## config.mk

```make
export PLATFORM = sky130hd
export DESIGN_NAME = load_extract
export DESIGN_NICKNAME = d
export VERILOG_FILES = /design/src/hw/core_param_pkg.sv /design/src/hw/lsu_pkg.sv /design/src/hw/load_extract.sv
export SDC_FILE = /design/constraint.sdc
export NUM_CORES = 1
export LEC_CHECK = 0
export ABC_AREA = 1
export BUFFER_PORTS_ARGS = -buffer_cell sky130_fd_sc_hd__clkbuf_2
export CORE_AREA = 2 2 96 98
export DETAILED_ROUTE_END_ITERATION = 6
export DIE_AREA = 0 0 98 100
export PLACE_DENSITY_LB_ADDON = 0.2
export SLEW_MARGIN = 20
export SYNTH_ARGS = -nofsm -noshare
export SYNTH_HDL_FRONTEND = slang
export SYNTH_SLANG_ARGS = --single-unit
export TNS_END_PERCENT = 50
```

## constraint.sdc

```tcl
create_clock -name vclk -period 3.8
set_clock_uncertainty 0.2 [all_clocks]
set_input_delay 0.19 -clock vclk [all_inputs]
set_output_delay 0.19 -clock vclk [all_outputs]
set_load 0.02 [all_outputs]
```

## src/hw/core_param_pkg.sv

```systemverilog
/*
 * width parameters of the load/store stage: data, address,
 * register index, byte lanes and data memory depth
 */
package core_param_pkg;

    localparam int XLEN      = 64;  // register and memory word width
    localparam int ADDR_W    = 32;  // byte address width
    localparam int REG_IDX_W = 5;
    localparam int MEM_WORDS = 256; // depth in 64-bit words
    localparam int STRB_W    = XLEN / 8;

    // derived widths
    localparam int LANE_W    = $clog2(STRB_W);    // byte offset inside a word
    localparam int MEM_IDX_W = $clog2(MEM_WORDS);

endpackage

```

## src/hw/lsu_pkg.sv

```systemverilog
/*
 * memory-op codes, access sizes and the records passed
 * between decode, execute and writeback
 */
package lsu_pkg;

    import core_param_pkg::*;

    // memory-op codes, loads first and stores in the upper range
    typedef enum logic [3:0] {
        OP_NONE = 4'd0,
        OP_LB   = 4'd1,
        OP_LH   = 4'd2,
        OP_LW   = 4'd3,
        OP_LD   = 4'd4,
        OP_LBU  = 4'd5,
        OP_LHU  = 4'd6,
        OP_LWU  = 4'd7,
        OP_SB   = 4'd8,
        OP_SH   = 4'd9,
        OP_SW   = 4'd10,
        OP_SD   = 4'd11
    } ls_op_e;

    typedef enum logic [1:0] {
        SZ_B = 2'd0,
        SZ_H = 2'd1,
        SZ_W = 2'd2,
        SZ_D = 2'd3
    } ls_size_e;

    // operation as it enters the stage
    typedef struct packed {
        ls_op_e                 op;
        logic [ADDR_W-1:0]      addr;
        logic [XLEN-1:0]        reg_data;
        logic [REG_IDX_W-1:0]   rd_idx;
        logic                   rd_en;
    } ls_req_t;

    // decoded request held between decode and execute
    typedef struct packed {
        logic                   is_load;
        logic                   is_store;
        ls_size_e               size;
        logic                   sign_ext;
        logic [LANE_W-1:0]      lane_off;
        logic [ADDR_W-1:0]      addr;
        logic [XLEN-1:0]        reg_data;
        logic [REG_IDX_W-1:0]   rd_idx;
        logic                   rd_en;
    } ls_dec_t;

    typedef struct packed {
        logic [REG_IDX_W-1:0]   rd_idx;
        logic                   rd_en;
        logic [XLEN-1:0]        rd_data;
    } wb_t;

endpackage

```

## src/hw/load_extract.sv

```systemverilog
/*
 * result step: load lane select, sign or zero extension
 * and forming of the writeback record
 */
`timescale 1ns/10ps

module load_extract (
    input  lsu_pkg::ls_dec_t                   dec_i,
    input  logic [core_param_pkg::XLEN-1:0]    rdata_i,
    output lsu_pkg::wb_t                       wb_o
);

    import core_param_pkg::*;
    import lsu_pkg::*;

    logic [7:0]      load_byte;
    logic [15:0]     load_half;
    logic [31:0]     load_word;
    logic [XLEN-1:0] load_data;

    // same lane rule as the store side
    assign load_byte = rdata_i[8*dec_i.lane_off +: 8];
    assign load_half = rdata_i[16*dec_i.lane_off[2:1] +: 16];
    assign load_word = rdata_i[32*dec_i.lane_off[2] +: 32];

    always_comb begin
        case (dec_i.size)
            SZ_B: load_data = {{(XLEN-8){load_byte[7] & dec_i.sign_ext}}, load_byte};
            SZ_H: load_data = {{(XLEN-16){load_half[15] & dec_i.sign_ext}}, load_half};
            SZ_W: load_data = {{(XLEN-32){load_word[31] & dec_i.sign_ext}}, load_word};
            default: load_data = rdata_i;
        endcase
    end

    always_comb begin
        wb_o.rd_idx  = dec_i.rd_idx;
        wb_o.rd_en   = dec_i.rd_en & ~dec_i.is_store;  // stores write no register
        wb_o.rd_data = dec_i.is_load ? load_data : dec_i.reg_data;
    end

endmodule

```

# After elaboration in Yosys (flattened, before gate mapping)

Index checks and enable logic that the tools add are counted.

Equal/unequal tests: 2
Shift-type cells: 3
Mux-type cells: 2
Bitwise gates (word level): 5
Reductions and logical operators: 1

Operator list:

| cell                                           | number |
|---|---|
| one-hot mux 64 bit (3 select lines)            | 1 |
| 2-to-1 mux 64 bit                              | 1 |
| variable part select 64 x 7 -> 16 bit          | 1 |
| variable part select 64 x 7 -> 32 bit          | 1 |
| variable part select 64 x 7 -> 8 bit           | 1 |
| AND 1 bit                                      | 4 |
| == test 2 x 1 -> 1 bit (second input constant) | 1 |
| == test 2 bit (second input constant)          | 1 |
| logical NOT 2 bit                              | 1 |
| NOT 1 bit                                      | 1 |

Flip-flop bits (word level): 0

# Depth between registers and ports, before layout

Depth after elaboration: 4
Depth in mapped cells: 13
Depth with buffers taken out: 9

# Worst setup path before layout

Ideal clock, no wire load.

Path type: input-to-output
Start point: in dec_i[103] (netlist bit)
End point: out wb_o[15] (netlist bit)
Arrival time: 1,326 ps
Slack: 2,084 ps
Stages on the path: 13
Cells stage by stage: buf_6 > inv_2 > buf_6 > nand2_2 > nand3_1 > nand3_1 > nand2_1 > nand3_2 > buf_6 > buf_8 > nand2_1 > nand2_1 > nand2_1

RTL lines:

| what        | RTL line           | text |
|---|---|---|
| from (decl) | load_extract.sv:8  | `input lsu_pkg::ls_dec_t dec_i,` |
| to (decl)   | load_extract.sv:10 | `output lsu_pkg::wb_t wb_o` |

==> implementation parameters <==
Parameter                              Value

Outcome
  Run status    finished, final reports clean

STA
  Final-report max-slew violation count    0
  Max-slew headroom at the worst pin    42.8%
  Actual transition at the worst max-transition pin    0.851 ns
  Final hold viol count    0
  Accumulated negative setup slack    0 ns
  Final critical-path required period    2.51 ns
  Setup repair after global routing missed its margin    false
  Achievable Freq    399 MHz
  Share of the clock period used by the worst path    66.0%
  Final count of negative-setup-slack endpoints    0

Floorplan
  Number of I/O pins    244
  Placement Rows    35
  Full die area    9800 sq um
  Chip height    100 microns
  Initial core utilization    37.5%
  Core Footprint    8890 sq um
  Die X    98 microns

Yosys
  Total number of yosys warnings    0
  Number of distinct library cell variants in the gate-level netlist after synthesis    26
  Total nets after synthesis    878
  Post-synthesis instance total    704
  Part of the Yosys area used for sequential elements    0%
  Cell area after synthesis    3340 sq um
  Mean Syn Cell Area    4.74 sq um

Cells and area
  Number of clock-tree buffers in the layout    0
  Seq Cell Count    0
  Most common cell after layout, fill and taps aside    nand2_1
  Most used cells in the layout excluding fill and tap cells    nand2_1, clkbuf_2, inv_1, nor2_1, o21ai_0
  Ratio of cells with drive above 1 in the final layout    32.9%
  Layout filler cell count    1064
  Area taken by flip-flops and latches    0 sq um
  Summed area of non-filler cells in the final layout    4220 sq um
  Synth-to-layout area growth    26.5%
  Net count of the finished layout    1037
  Inserted Diodes    0

Detailed routing
  Routed wire length    12400 microns
  Initial DRC count    419
  Vias per Instance    4.79
  Total via count after detailed routing    4652
  Routed wire length per instance    12.8 microns
  Remaining design rule violation count    0
  Count of TritonRoute iterations in the first routing pass    6
  Routed Antenna Nets    0

Worst setup path
  Type of element launching the critical path    primary input
  Critical path data arrival time    2.12 ns
  Type of the worst setup path    primary input to primary output
  Worst Setup End Kind    primary output
  Endpoint of the most critical setup path    wb_o[38]
  Critical-path maximum fanout    32
  Critical Path Source    dec_i[104]
  Req. time, crit path    3.41 ns

Placement
  HPWL after DPL    9480 microns
  I/O Buffers    202
  Final GP Congestion    0.909
  Placed Area    4220 sq um

Clock tree
  Post-cts repair resize count    0
  Number of setup buffers added after CTS    0
  Post-cts hold buffer count    0

Job
  Number of maximum-capacitance constraint violations    0

Global route
  Maximum number of pins on one net before global-route repair    61
  Overall Global Routing Usage    24.3%
  Number of global-route vias before repair    4052
  Number of antenna violations at the first check in global routing    0
  Aggregate global routing overflow    0
  Wire length of the first global-routing pass    20200 microns

Power
  Cell leakage power    2.86 nW
  Power per unit of standard cell area    141 nW/um^2
  Peak supply drop    0.0608 mV

Worst hold path
  Kind of path behind the tightest hold check    primary input to primary output
## metrics by stage
stage / cells / hold WS, ns / setup slack [ns] / util, % / total power [mW]
after floorplan: 704 / 0.260 / 2.08 / - / 0.409
after global placement: 972 / 0.180 / 1.34 / 47.5 / 0.594
after detailed placement: 972 / 0.180 / 1.31 / 47.5 / 0.596
after CTS: 972 / 0.180 / 1.32 / 47.5 / 0.598
after global routing: 972 / 0.180 / 1.12 / 47.5 / 0.668
final: 972 / 0.180 / 1.29 / 47.5 / 0.597
## Yosys cell counts (2+ instances only)
| cell type | number | area [sq um] |
|---|---|---|
| nor2_4 | 2 | 22.5 |
| buf_2 | 13 | 65.1 |
| nand2_1 | 226 | 848 |
| nor2_1 | 66 | 248 |
| o211ai_1 | 5 | 37.5 |
| nand3_2 | 31 | 310 |
| buf_6 | 8 | 90.1 |
| clkbuf_1 | 18 | 67.6 |
| or2_2 | 32 | 200 |
| buf_8 | 3 | 45.0 |
| o22ai_1 | 4 | 25.0 |
| nand3_1 | 35 | 175 |
| inv_1 | 118 | 443 |
| a211oi_1 | 3 | 22.5 |
| nand2_2 | 5 | 31.3 |
| nor3_1 | 2 | 10.0 |
| buf_4 | 6 | 45.0 |
| buf_1 | 3 | 11.3 |
| inv_2 | 3 | 11.3 |
| a21oi_1 | 51 | 255 |
| o21ai_0 | 62 | 310 |
| a31oi_1 | 4 | 25.0 |
## worst min-delay path by stage
| stage | end | slack (ns) | startpoint | cells past startpoint |
|---|---|---|---|---|
| floorplan | wb_o[64] | 0.26 | dec_i[108] | 1 |
| global placement | wb_o[67] | 0.18 | dec_i[3] | 0 |
| detailed placement | wb_o[67] | 0.18 | dec_i[3] | 0 |
| CTS | wb_o[67] | 0.18 | dec_i[3] | 0 |
| global route | wb_o[66] | 0.18 | dec_i[2] | 0 |
| finish | wb_o[67] | 0.18 | dec_i[3] | 0 |
## worst max-delay path, cell delays in order
cell and delay [ns]:
clkbuf_2 0.21, inv_1 0.40, nand3_1 0.18, nand3_2 0.13, nor2_4 0.05, nor2_8 0.48
nand3_2 0.18, nand2_1 0.09, inv_1 0.04, clkbuf_2 0.14
## metal layers
layer / part of all wire [%] / routed length (microns) / vias up / track usage (%)
li1: - / - / 2485 / -
met1: 47 / 5820 / 1939 / 35.5
met2: 43 / 5380 / 218 / 40.0
met3: 9.0 / 1110 / 10 / 2.30
met4: 0.81 / 101 / 0 / 2.99
met5: 0 / 0 / - / 0
## power breakdown
part / internal, mW / total, mW / switching (mW)
Clock: 0 / 0 / 0
Sequential: 0 / 0 / 0
Combinational: 0.217 / 0.597 / 0.380
## cell type report
cell class                 count  area, sq um  share of cell area, %
timing repair buffer         208         1070                   25.3
tap                          111          139                   3.29
multi-input combinational    532         2560                   60.6
inverter                     121          454                   10.8
## kinds of logic (layout without fill, tap and decap cells)
| kind of cell | after synthesis | count (layout) | share of synthesized area (%) |
|---|---|---|---|
| buffers and inverters | 172 | 329 | 23.3 |
| and+or+nand+nor | 402 | 402 | 56.3 |
| AOI/OAI and AO/OA | 130 | 130 | 20.4 |
Power figures use the tool's default switching activity.
