## config.mk

```make
export PLATFORM = sky130hd
export DESIGN_NAME = store_align
export DESIGN_NICKNAME = d
export VERILOG_FILES = /design/src/hw/core_param_pkg.sv /design/src/hw/lsu_pkg.sv /design/src/hw/store_align.sv
export SDC_FILE = /design/constraint.sdc
export NUM_CORES = 1
export LEC_CHECK = 0
export BUFFER_PORTS_ARGS = -buffer_cell sky130_fd_sc_hd__buf_2
export CORE_AREA = 2 2 74 76
export DETAILED_ROUTE_END_ITERATION = 8
export DIE_AREA = 0 0 76 78
export PLACE_DENSITY = 0.77
export SLEW_MARGIN = 10
export SYNTH_ARGS = -nofsm -noshare
export SYNTH_HDL_FRONTEND = slang
export SYNTH_SLANG_ARGS = --single-unit
export TNS_END_PERCENT = 1
```

## constraint.sdc

```tcl
create_clock -name vclk -period 3.35
set_clock_uncertainty 0.15 [all_clocks]
set_input_delay 1.005 -clock vclk [all_inputs]
set_output_delay 1.005 -clock vclk [all_outputs]
set_load 0.01 [all_outputs]
```

## src/hw/core_param_pkg.sv

```systemverilog
/*
 * width parameters of the load/store stage: data, address,
 * register index, byte lanes and data memory depth
 */
package core_param_pkg;

    localparam int XLEN      = 64;  // register and memory word width
    localparam int ADDR_W    = 32;  // byte address width
    localparam int REG_IDX_W = 5;
    localparam int MEM_WORDS = 256; // depth in 64-bit words
    localparam int STRB_W    = XLEN / 8;

    // derived widths
    localparam int LANE_W    = $clog2(STRB_W);    // byte offset inside a word
    localparam int MEM_IDX_W = $clog2(MEM_WORDS);

endpackage

```

## src/hw/lsu_pkg.sv

```systemverilog
/*
 * memory-op codes, access sizes and the records passed
 * between decode, execute and writeback
 */
package lsu_pkg;

    import core_param_pkg::*;

    // memory-op codes, loads first and stores in the upper range
    typedef enum logic [3:0] {
        OP_NONE = 4'd0,
        OP_LB   = 4'd1,
        OP_LH   = 4'd2,
        OP_LW   = 4'd3,
        OP_LD   = 4'd4,
        OP_LBU  = 4'd5,
        OP_LHU  = 4'd6,
        OP_LWU  = 4'd7,
        OP_SB   = 4'd8,
        OP_SH   = 4'd9,
        OP_SW   = 4'd10,
        OP_SD   = 4'd11
    } ls_op_e;

    typedef enum logic [1:0] {
        SZ_B = 2'd0,
        SZ_H = 2'd1,
        SZ_W = 2'd2,
        SZ_D = 2'd3
    } ls_size_e;

    // operation as it enters the stage
    typedef struct packed {
        ls_op_e                 op;
        logic [ADDR_W-1:0]      addr;
        logic [XLEN-1:0]        reg_data;
        logic [REG_IDX_W-1:0]   rd_idx;
        logic                   rd_en;
    } ls_req_t;

    // decoded request held between decode and execute
    typedef struct packed {
        logic                   is_load;
        logic                   is_store;
        ls_size_e               size;
        logic                   sign_ext;
        logic [LANE_W-1:0]      lane_off;
        logic [ADDR_W-1:0]      addr;
        logic [XLEN-1:0]        reg_data;
        logic [REG_IDX_W-1:0]   rd_idx;
        logic                   rd_en;
    } ls_dec_t;

    typedef struct packed {
        logic [REG_IDX_W-1:0]   rd_idx;
        logic                   rd_en;
        logic [XLEN-1:0]        rd_data;
    } wb_t;

endpackage

```

## src/hw/store_align.sv

```systemverilog
/*
 * execute step: memory word index, lane-replicated store data,
 * byte mask and the write enable of the data memory port
 */
`timescale 1ns/10ps

module store_align (
    input  lsu_pkg::ls_dec_t                       dec_i,
    input  logic                                   fire_i,

    output logic [core_param_pkg::MEM_IDX_W-1:0]   mem_idx_o,
    output logic                                   mem_we_o,
    output logic [core_param_pkg::XLEN-1:0]        mem_wdata_o,
    output logic [core_param_pkg::STRB_W-1:0]      mem_strb_o
);

    import core_param_pkg::*;
    import lsu_pkg::*;

    // index wraps at the memory depth since upper address bits are dropped
    assign mem_idx_o = dec_i.addr[LANE_W +: MEM_IDX_W];

    // only written in the cycle the op leaves the decoded slot
    assign mem_we_o = dec_i.is_store & fire_i;

    always_comb begin
        case (dec_i.size)
            SZ_B: begin
                mem_wdata_o = {8{dec_i.reg_data[7:0]}};
                mem_strb_o  = STRB_W'(1) << dec_i.lane_off;
            end
            SZ_H: begin
                // address bit 0 is ignored for halfwords
                mem_wdata_o = {4{dec_i.reg_data[15:0]}};
                mem_strb_o  = STRB_W'(3) << {dec_i.lane_off[2:1], 1'b0};
            end
            SZ_W: begin
                mem_wdata_o = {2{dec_i.reg_data[31:0]}};
                mem_strb_o  = STRB_W'(15) << {dec_i.lane_off[2], 2'b00};
            end
            default: begin
                mem_wdata_o = dec_i.reg_data;
                mem_strb_o  = '1;
            end
        endcase

        if (!dec_i.is_store) begin
            mem_strb_o = '0;  // no lanes touched by loads or plain ops
        end
    end

endmodule

```

; After elaboration in Yosys (flattened, before gate mapping)
; Cells that the tools add are included.
[op_classes]
n_addsub = 0
n_mul = 0
n_div = 0
n_lt_le_gt_ge = 0
n_eq_ne = 2
shifts = 3
mux = 3
bitwise_logic = 1
n_reduce_logical = 1
[ops]
columns = op, count
row1 = $pmux 64 s3, 1
row2 = $pmux 8 s3, 1
row3 = $mux 8, 1
row4 = $shl 1x3->8 const A, 1
row5 = $shl 2x3->8 const A, 1
row6 = $shl 4x3->8 const A, 1
row7 = $eq 2x1->1 const B, 1
row8 = $eq 2x2->1 const B, 1
row9 = $logic_not 2->1, 1
row10 = $and 1x1->1, 1
[word_totals]
regBits = 0
latchBits = 0
ram_bits = 0
mem_bits_ro = 0
inputBits = 111
word_cells = 10
n_memories = 0

; Depth between registers and ports, before layout
[depth]
word_depth = 3
ltp_mapped = 5

; Least setup slack after synthesis
; OpenSTA, ideal clock, no wires.
[synth_timing]
kind = input port to output port
start = input port dec_i[106] in the netlist's numbering
end = output port mem_wdata_o[46] in the netlist's numbering
arrival_ns = 1.825
t_required_ns = 2.195
slack_ns = 0.370
cell_stages = 4
path_buffers = 3
path_cell_list = buf_6 buf_4 buf_6 o31ai_1
[synth_between]
elab_chain_cells = 2
word_cells_on_any_way = 4
classes_between = eq/ne: 2 / mux: 1 / reduce/logical: 1
[synth_rtl]
columns = element, line_no
row1 = start: declaration, store_align.sv:8  ; input lsu_pkg::ls_dec_t dec_i,
row2 = "$eq 2x2->1, or another cell as far along", store_align.sv:27  ; case (dec_i.size)
row3 = $pmux 64 s3 (*), store_align.sv:27
row4 = end: declaration, store_align.sv:13  ; output logic [core_param_pkg::XLEN-1:0] mem_wdata_o,
; Mark *: on every way between the ends. The rest lies on a longest branch, timed or not.

; Worst setup path in the final report
[layout_timing]
start = input port dec_i[106] in the netlist's numbering
end = output port mem_wdata_o[30] in the netlist's numbering
; Same word-level chain as after synthesis.

==> impl_metrics.csv <==
group,metric,value,unit
status,status,"completed",
layout,seq_cell_count,0,
synth,synthMuxAreaShare,51.5,%
pwr,ir_drop,0.0000760,V
hold_path,holdCritStartpoint,"dec_i[78]",
synth,syn_nets,270,
synth,synth_fa_ha_area_share,0,%
placed_design,io_buffers,144,
floorplanning,io_pins,192,
synth,synth-compound-area-share,14.7,%
setup_path,required,2190,ps
global_route,grt_pass1_vias,1590,
layout,layout-drive-gt1-share,71.8,%
layout,n_antenna_cell,0,
floorplanning,rows,26,
synth,yosysSeqAreaShare,0,%
placed_design,dp_hpwl,3860,µm
synth,synthCells,159,
detailed_routing,wl_per_cell,13.4,µm
setup_path,cp-end-kind,"primary output",
hold_path,hold_path_class,"input pin to primary output",
setup_path,crit_start,"dec_i[106]",
detailed_routing,first_pass_iters,4,
sta,tns,0,ps
pwr,power.leakage,1.04,nW
sta,worst_slew_pin_slew,247,ps
synth,avgSynthCellArea,8.68,µm²
sta,hold_violations,0,
detailed_routing,dr.first_iter.drc_count,29,
setup_path,slowest_delay,360,ps
placed_design,place_congestion,0.719,
synth,synth-warning-count,0,
sta,period_share,97.1,%
job,max_cap_violations,0,
synth,synth_xor_area_share,0,%
sta,relSlewSlack,83.4,%
sta,max_freq,307,MHz
setup_path,path_max_fanout,23,
setup_path,worstPathArrival,2100,ps
synth,synth_cell_type_count,21,
sta,finalMaxSlewViolations,0,
detailed_routing,antenna_left,0,
setup_path,critPathKind,"input pin to primary output",
detailed_routing,drcViolationCount,0,
clocking,cts_hold_buf,0,
setup_path,slowest_stage,"mux2_2",
setup_path,cp_cell_sequence,"buf_2 > buf_12 > mux2_2 > mux2_2 > buf_2",
global_route,grt_pass1_wl,7260,µm
layout,nClkBuffers,0,
sta,setup-violations-final,0,
floorplanning,die_width,76,µm
clocking,cts_setup_buffers,0,
global_route,grt_max_degree,39,
detailed_routing,vias,1671,
layout,fin_cells,350,
layout,nets,393,
detailed_routing,viasPerCell,4.77,
floorplanning,initial_core_util,27.4,%
synth,synth_top_family_by_area,"multiplexers",
setup_path,crit_end,"mem_wdata_o[30]",
synth,synth_area_leader_cell,"mux2_2",
synth,netlist_area,1380,µm²
floorplanning,coreArea,5040,µm²
global_route,antenna_found_initial,0,
global_route,grtUsageTotal,14.1,%
detailed_routing,drt_wl_total,4710,µm
placed_design,dpl.cell_count,350,
layout,seqCellArea,0,µm²
setup_path,start_kind,"input pin",
sta,period_needed,3250,ps
floorplanning,dieArea,5930,µm²
clocking,cts_resized,0,
synth,yosys.area_share.simple,16.7,%
global_route,grt-ovfl-total,0,
layout,multi_input_area,1140,µm²
synth,yosys-top-cells-area,"mux2_2 (33%), mux4_2 (13%), buf_4 (10%), mux2i_1 (5.8%), nor2_1 (4.6%)",
pwr,power_density,154,nW/µm²
sta,rsz0062_at_grt,"false",
layout,n_fill_cell,495,
synth,synth_top_area_share,32.6,%
layout,syn_to_final_growth,48.6,%
floorplanning,fp.dieH,78,µm
synth_stat cells:
cell type / instances
o21ai_0: 3
o31ai_1: 8
mux4_2: 8
nor2_1: 17
nor2b_1: 10
a21o_1: 1
and2_1: 1
inv_1: 1
or2_2: 1
mux2_2: 40
nand2_4: 1
a21oi_1: 12
o211ai_1: 8
mux2i_1: 8
buf_4: 19
buf_12: 1
nor2_8: 1
nand2b_1: 9
buf_2: 5
buf_6: 4
nand2_1: 1
kinds of logic after synthesis:
kind of cell,Yosys count
AOI/OAI and AO/OA,32
buffers and inverters,30
and+or+nand+nor,41
muxes,56
placed cells by master, fill, tap and decap left out:
cell type / n
nand2b_1: 9
nand2_4: 1
o21ai_0: 3
buf_12: 4
nor2_1: 17
nor2_8: 1
o31ai_1: 8
mux2i_1: 8
mux2_2: 40
and2_1: 1
buf_2: 144
mux4_2: 8
or2_2: 1
buf_4: 2
a21o_1: 1
a21oi_1: 12
o211ai_1: 8
inv_1: 1
nand2_1: 1
nor2b_1: 10
metrics by stage:
step	total power, mW	setup WS (ps)	utilization (%)	area, µm²	hold slack, ps
after floorplan	0.195	370	-	1380	1950
after global placement	0.310	101	40.7	2050	1860
after detailed placement	0.317	85.4	40.7	2050	1860
after CTS	0.318	85.2	40.7	2050	1860
after global routing	0.342	45.9	40.7	2050	1860
final	0.315	96.4	40.7	2050	1860
critical path, delay by kind of cell:
family | cells | cell delay (ps)
multiplexers | 2 | 610
buffers and inverters | 3 | 480
layer usage:
| layer | global-route usage, % | share of wire, % | up-vias | routed length (µm) |
|---|---|---|---|---|
| li1 | - | - | 816 | - |
| met3 | 3.49 | 8.9 | 12 | 421 |
| met4 | 2.73 | 1.4 | 0 | 68 |
| met2 | 26.8 | 51 | 97 | 2410 |
| met5 | 0 | 0 | - | 0 |
| met1 | 16.0 | 38 | 746 | 1810 |
worst min-delay path by stage:
stage                     slack, ps  depth (start not counted)           end
after floorplan                1950                          1  mem_idx_o[0]
after CTS                      1860                          0  mem_idx_o[2]
after global placement         1860                          0  mem_idx_o[2]
final                          1860                          0  mem_idx_o[5]
after detailed placement       1860                          0  mem_idx_o[2]
after global routing           1860                          0  mem_idx_o[6]
area by class of cell:
| class | count | area share (%) |
|---|---|---|
| inverter | 1 | 0.183 |
| tap | 70 | 4.27 |
| timing repair buffer | 150 | 39.8 |
| multi-input combinational | 129 | 55.8 |
report_power, final:
part | internal, mW | switching, mW | leakage (nW)
combinational | 0.162 | 0.153 | 1.04
sequential | 0 | 0 | 0
clock | 0 | 0 | 0
total | 0.162 | 0.153 | 1.04
Note: power is estimated with default switching activity, not from simulation.
